## src/hw/fpu_noncomp_pkg.sv

```systemverilog
/*
 * Shared types for the binary64 non-computational FPU pipeline.
 * The format is fixed to IEEE-754 double and nothing here is rounded.
 * NaN payloads are never propagated; min/max of two NaNs gives CANON_NAN.
 */

package fpu_noncomp_pkg;

	//////////////////////////////////////////////////////////////////////
	// format
	//////////////////////////////////////////////////////////////////////

	localparam int FLEN = 64;
	localparam int EXP_W = 11;
	localparam int MAN_W = 52;

	// one bit per class in the fclass mask
	localparam int CLASS_W = 10;

	typedef logic [FLEN-1:0] float_t;

	// default quiet NaN, quiet bit set and empty payload
	localparam float_t CANON_NAN = 64'h7ff8_0000_0000_0000;

	//////////////////////////////////////////////////////////////////////
	// request and control
	//////////////////////////////////////////////////////////////////////

	typedef enum logic [1:0] {
		OP_SGNJ,
		OP_MINMAX,
		OP_CMP,
		OP_CLASS
	} fop_e;

	// variant select within an operation
	typedef logic [2:0] rm_t;

	typedef struct packed {
		fop_e op;
		rm_t rm;
		float_t opa;
		float_t opb;
	} fpu_req_t;

	typedef struct packed {
		fop_e op;
		rm_t rm;
		logic illegal;
	} fpu_ctrl_t;

	//////////////////////////////////////////////////////////////////////
	// per-operand and result flags
	//////////////////////////////////////////////////////////////////////

	typedef struct packed {
		logic sign;
		logic zero;
		logic subnormal;
		logic normal;
		logic inf;
		logic snan;
		logic qnan;
	} fp_class_t;

	typedef struct packed {
		logic lt;
		logic eq;
		logic unordered;
	} fp_order_t;

	typedef struct packed {
		logic invalid;
		logic illegal;
	} fpu_status_t;

endpackage

```

## src/hw/fpu_result_select.sv

```systemverilog
/*
 * Stage three: forms the result word and status for each operation.
 * Illegal variants return zero with status.illegal and never raise invalid.
 * Compare results sit in bit 0; classify results in the low CLASS_W bits.
 */

`timescale 1ns/1ps

module fpu_result_select import fpu_noncomp_pkg::*;
(
	input logic clk,
	input logic rst,
	input logic in_valid,
	input fpu_ctrl_t ctrl,
	input float_t a,
	input float_t b,
	input fp_class_t cls_a,
	input fp_class_t cls_b,
	input fp_order_t ord,
	output logic res_valid,
	output float_t res,
	output fpu_status_t status
);

	logic [CLASS_W-1:0] class_mask;
	logic a_below;
	logic cmp_bit;
	float_t nxt_res;
	fpu_status_t nxt_status;

	// fclass bit order, negative infinity first
	assign class_mask = {
		cls_a.qnan,
		cls_a.snan,
		~cls_a.sign & cls_a.inf,
		~cls_a.sign & cls_a.normal,
		~cls_a.sign & cls_a.subnormal,
		~cls_a.sign & cls_a.zero,
		cls_a.sign & cls_a.zero,
		cls_a.sign & cls_a.subnormal,
		cls_a.sign & cls_a.normal,
		cls_a.sign & cls_a.inf
	};

	// for min/max -0 sits below +0 even though they compare equal
	assign a_below = ord.lt | (cls_a.zero & cls_b.zero & cls_a.sign & ~cls_b.sign);

	always_comb
	begin
		case (ctrl.rm)
			3'd0: cmp_bit = ord.lt | ord.eq;
			3'd1: cmp_bit = ord.lt;
			default: cmp_bit = ord.eq;
		endcase
	end

	always_comb
	begin
		nxt_res = '0;
		nxt_status = '0;
		if (ctrl.illegal)
			nxt_status.illegal = 1'b1;
		else
		begin
			case (ctrl.op)
				OP_SGNJ:
				begin
					case (ctrl.rm)
						3'd0: nxt_res = {b[FLEN-1], a[FLEN-2:0]};
						3'd1: nxt_res = {~b[FLEN-1], a[FLEN-2:0]};
						default: nxt_res = {a[FLEN-1] ^ b[FLEN-1], a[FLEN-2:0]};
					endcase
				end
				OP_MINMAX:
				begin
					nxt_status.invalid = cls_a.snan | cls_b.snan;
					if (ord.unordered)
					begin
						// a lone NaN yields the other operand
						if ((cls_a.snan | cls_a.qnan) && (cls_b.snan | cls_b.qnan))
							nxt_res = CANON_NAN;
						else if (cls_a.snan | cls_a.qnan)
							nxt_res = b;
						else
							nxt_res = a;
					end
					else if (ctrl.rm[0])
						nxt_res = a_below ? b : a;
					else
						nxt_res = a_below ? a : b;
				end
				OP_CMP:
				begin
					nxt_res = {{(FLEN-1){1'b0}}, cmp_bit};
					// feq is quiet, fle and flt signal on any NaN
					if (ctrl.rm == 3'd2)
						nxt_status.invalid = cls_a.snan | cls_b.snan;
					else
						nxt_status.invalid = ord.unordered;
				end
				default:
					nxt_res = {{(FLEN-CLASS_W){1'b0}}, class_mask};
			endcase
		end
	end

	always_ff @(posedge clk)
	begin
		if (rst)
		begin
			res_valid <= 1'b0;
			res <= '0;
			status <= '0;
		end
		else
		begin
			res_valid <= in_valid;
			if (in_valid)
			begin
				res <= nxt_res;
				status <= nxt_status;
			end
		end
	end

	a_class_onehot: assert property (@(posedge clk) disable iff (rst)
		in_valid && ctrl.op == OP_CLASS && !ctrl.illegal |=> $onehot(res[CLASS_W-1:0]));

endmodule

```

## config.mk

```make
export PLATFORM = sky130hd
export DESIGN_NAME = fpu_result_select
export DESIGN_NICKNAME = d
export VERILOG_FILES = /design/src/hw/fpu_noncomp_pkg.sv /design/src/hw/fpu_result_select.sv
export SDC_FILE = /design/constraint.sdc
export NUM_CORES = 1
export LEC_CHECK = 0
export BUFFER_PORTS_ARGS = -buffer_cell sky130_fd_sc_hd__buf_2
export CORE_UTILIZATION = 25
export CTS_CLUSTER_DIAMETER = 200
export DETAILED_ROUTE_END_ITERATION = 8
export GPL_TIMING_DRIVEN = 1
export HOLD_SLACK_MARGIN = 0.02
export SKIP_LAST_GASP = 1
export SLEW_MARGIN = 20
export SYNTH_ARGS = -nofsm -noshare
export SYNTH_HDL_FRONTEND = slang
export SYNTH_SLANG_ARGS = --single-unit
```

## constraint.sdc

```tcl
create_clock -name clk -period 1.9 [get_ports clk]
set_input_delay 0 -clock clk [delete_from_list [all_inputs] [get_ports clk]]
set_output_delay 0 -clock clk [all_outputs]
set_load 0.01 [all_outputs]
```

==> impl_metrics.tcl <==
set metrics [dict create \
    grt_pass1_wl_microns 39400 \
    grt_max_degree 46 \
    internal_power_w 0.00316 \
    syn_area_sq_um 5940 \
    drive_above_1_share_pct 28.7 \
    p_per_area_nw_per_um2 556 \
    synth_seq_cells 67 \
    cts.path.max_buffers 2 \
    cts.clk_slew.worst_paths_ns 0.06 \
    critPathMaxFanout 12 \
    irDropWorstVdd_mv 0.271 \
    cts_inserted_buffers 9 \
    finalCriticalPeriod_ns 1.78 \
    synthCells 791 \
    ios 221 \
    synth_compound_area_share_pct 39.5 \
    cp_cell_sequence "buf_2 > ha_1 > nor3b_4 > nand2_2 > buf_4 > a31oi_1 > o31ai_1 > a22oi_1 > dlygate4sd3_1" \
    place_area_sq_um 7360 \
    drt_iter0_drc 699 \
    h-tree-depth 3 \
    synth.distinct_cells 54 \
    vias 7630 \
    post-route-cell-area_sq_um 8350 \
    synth-async-reset-ratio_pct 0 \
    start_util_pct 25.4 \
    critPathSlowestCell "dlygate4sd3_1" \
    hold_class "in2reg" \
    synthSimpleGateAreaFrac_pct 20.4 \
    seqPwrFrac_pct 31.5 \
    grt_pass1_vias 7183 \
    p_leak_nw 3.43 \
    synth-seq-area-share_pct 22.6 \
    post_drt_wl_per_cell_microns 19.0 \
    cp.arrival_ns 2.07 \
    cts_root_buf "clkbuf_16" \
    fin_hold_ws_ns 0.0295 \
    slowest_delay_ns 0.58 \
    cts_tree "built" \
    setup_viol_count_final 0 \
    path_class "in2reg" \
    final_nets 1193 \
    startpoint_type "input port" \
    clock_latency_ns 0.34 \
    fmax_mhz 562 \
    cap_violations 0 \
    synth_mux_area_share_pct 8.26 \
    yosysWarnings 0 \
    synth-xor-area-share_pct 0.148 \
    synthesis.nets 949 \
    vias_per_cell 5.60 \
    routabilityCongestion 0.799 \
    outcome "completed" \
    switching_share_pct 32.0 \
    grt.total_usage_pct 20.6 \
    synthAdderAreaFrac_pct 0.843 \
    critPathCaptureType "flop" \
    antenna_found_initial 6 \
    drt_wl_total_microns 25800 \
    grt_overflow_total 0 \
    postRouteAntennaNets 0 \
    die_area_sq_um 24400 \
    synth_edf_count 0 \
    syn_area_per_cell_sq_um 7.51 \
    dpl.hpwl_microns 17100 \
    synthFlopType "dfxtp_1" \
    rsz0062_at_grt "true" \
    finalMaxSlewViolations 0 \
    finalPower_w 0.00464 \
    worstPathRequired_ns 2.19 \
    p_comb_share_pct 27.1 \
    areaGrowthSynthToFinish_pct 40.7 \
    fp.dieH_microns 156 \
    max_slew_margin_pct 57.8 \
    pwr-share-clk_pct 41.3 \
    worst_pin_slew_ns 0.632 \
    timing.final.crit_share_pct 93.6 \
    synth_top_family_by_area "compound AO/OA/AOI/OAI gates" \
    port-buffer-count 217 \
    clock-sinks 67 \
    skew_ns 0 \
    drcViolationCount 0 \
    hold_violations 0 \
    dr.pass1.iters 5 \
    core_area_sq_um 23400 \
    fp.dieW_microns 156 \
    power_switching_w 0.00148 \
    row_count 56 \
    post_cts.repair.setup_buffers 0 \
]
## cells in the final DEF, fill, tap and decap left out, types with 8 or more instances in the layout
| cell type | n |
|---|---|
| nor3b_1 | 38 |
| a31oi_1 | 13 |
| a221oi_1 | 10 |
| a311oi_1 | 37 |
| mux2i_1 | 49 |
| o21ai_0 | 17 |
| nor2_1 | 55 |
| nand2_1 | 54 |
| buf_2 | 216 |
| nor4_1 | 32 |
| a22o_1 | 8 |
| a21oi_1 | 103 |
| nand3_1 | 22 |
| buf_4 | 46 |
| a22oi_1 | 58 |
| o221ai_1 | 36 |
| o31ai_1 | 12 |
| dfxtp_1 | 67 |
| a32oi_1 | 8 |
| clkbuf_16 | 9 |
| dlygate4sd3_1 | 64 |
## per-stage QoR
stage	util [%]	setup TNS (ns)	instances	setup slack, ns
floorplan	-	0	791	0.471
global placement	31.5	0	1279	0.249
detailed placement	31.5	0	1279	0.256
CTS	35.6	0	1359	0.111
global route	35.7	-0.000198	1362	-0.000198
finish	35.7	0	1363	0.122
## routing by layer
metal | wire length [microns] | share of wire (%) | up-vias | global-route usage (%)
li1 | - | - | 3631 | -
met4 | 486 | 1.9 | 4 | 7.33
met5 | 27 | 0.10 | - | 0
met3 | 2050 | 7.9 | 41 | 4.75
met2 | 11800 | 46 | 348 | 33.3
met1 | 11400 | 44 | 3606 | 26.7
## cell families after synthesis
kind of cell               Yosys count
AOI/OAI and AO/OA                  337
xor gates and xnor gates             1
adders and majority gates            4
buffers and inverters              103
DFF                                 67
muxes                               49
and+or+nand+nor                    230
## power by group through the flow
stage / clock, W / sequential, W / combinational (W)
floorplan: 0 / 0.00151 / 0.000631
global placement: 0 / 0.00149 / 0.00113
detailed placement: 0 / 0.00150 / 0.00114
CTS: 0.00198 / 0.00146 / 0.00124
global route: 0.00203 / 0.00147 / 0.00137
finish: 0.00192 / 0.00146 / 0.00126
## cells in the mapped netlist, types with 8 or more instances
| cell | number | area (sq um) |
|---|---|---|
| nor2_1 | 57 | 214 |
| o221ai_1 | 36 | 315 |
| a22oi_1 | 58 | 435 |
| a32oi_1 | 8 | 70.1 |
| buf_2 | 24 | 120 |
| a221oi_1 | 10 | 87.6 |
| nand2_1 | 54 | 203 |
| a21oi_1 | 103 | 515 |
| a22o_1 | 8 | 70.1 |
| nor3b_1 | 38 | 285 |
| nor4_1 | 32 | 200 |
| dfxtp_1 | 67 | 1340 |
| buf_6 | 8 | 90.1 |
| o21ai_0 | 17 | 85.1 |
| a311oi_1 | 37 | 324 |
| a31oi_1 | 13 | 81.3 |
| clkbuf_1 | 56 | 210 |
| nand3_1 | 22 | 110 |
| mux2i_1 | 49 | 490 |
| o31ai_1 | 12 | 90.1 |
## repair_timing
action,4_1_cts,5_1_grt
endpoints found under the setup margin,0,11
hold buffers,64,0
gates resized for setup,0,3
endpoints found under the hold margin,53,0
## final timing paths
| kind | start | end | slack [ns] | cells past startpoint |
|---|---|---|---|---|
| worst max-delay path | ctrl[4] | res[52]$_SDFFE_PP0P_ | 0.12 | 9 |
| worst min-delay path | b[58] | res[58]$_SDFFE_PP0P_ | 0.03 | 3 |
| worst min register to register | res[39]$_SDFFE_PP0P_ | res[39]$_SDFFE_PP0P_ | 0.46 | 2 |
| worst max register to register | res[51]$_SDFFE_PP0P_ | res[51]$_SDFFE_PP0P_ | 0.62 | 3 |
## final cells by class
cell class / instances / area [sq um]
Antenna cell: 4 / 10.0
Inverter: 7 / 26.3
Multi-Input combinational cell: 621 / 4130
Sequential cell: 67 / 1340
Tap cell: 319 / 399
Fill cell: 2538 / 15000
Clock inverter: 6 / 88.8
Clock buffer: 10 / 239
Timing Repair Buffer: 329 / 2120
## state kept, by name (all words and copies together) (netlist names)
signal	flops
res	64
res_valid	1
status	2
## critical path, delay by kind of cell
family	cells	cell delay (ns)
AND/OR/NAND/NOR	2	0.43
AO/OA/AOI/OAI	3	0.44
buffers and inverters	3	0.93
adder cells (fa/ha/maj)	1	0.27
Note: power is estimated with default switching activity, not from simulation.
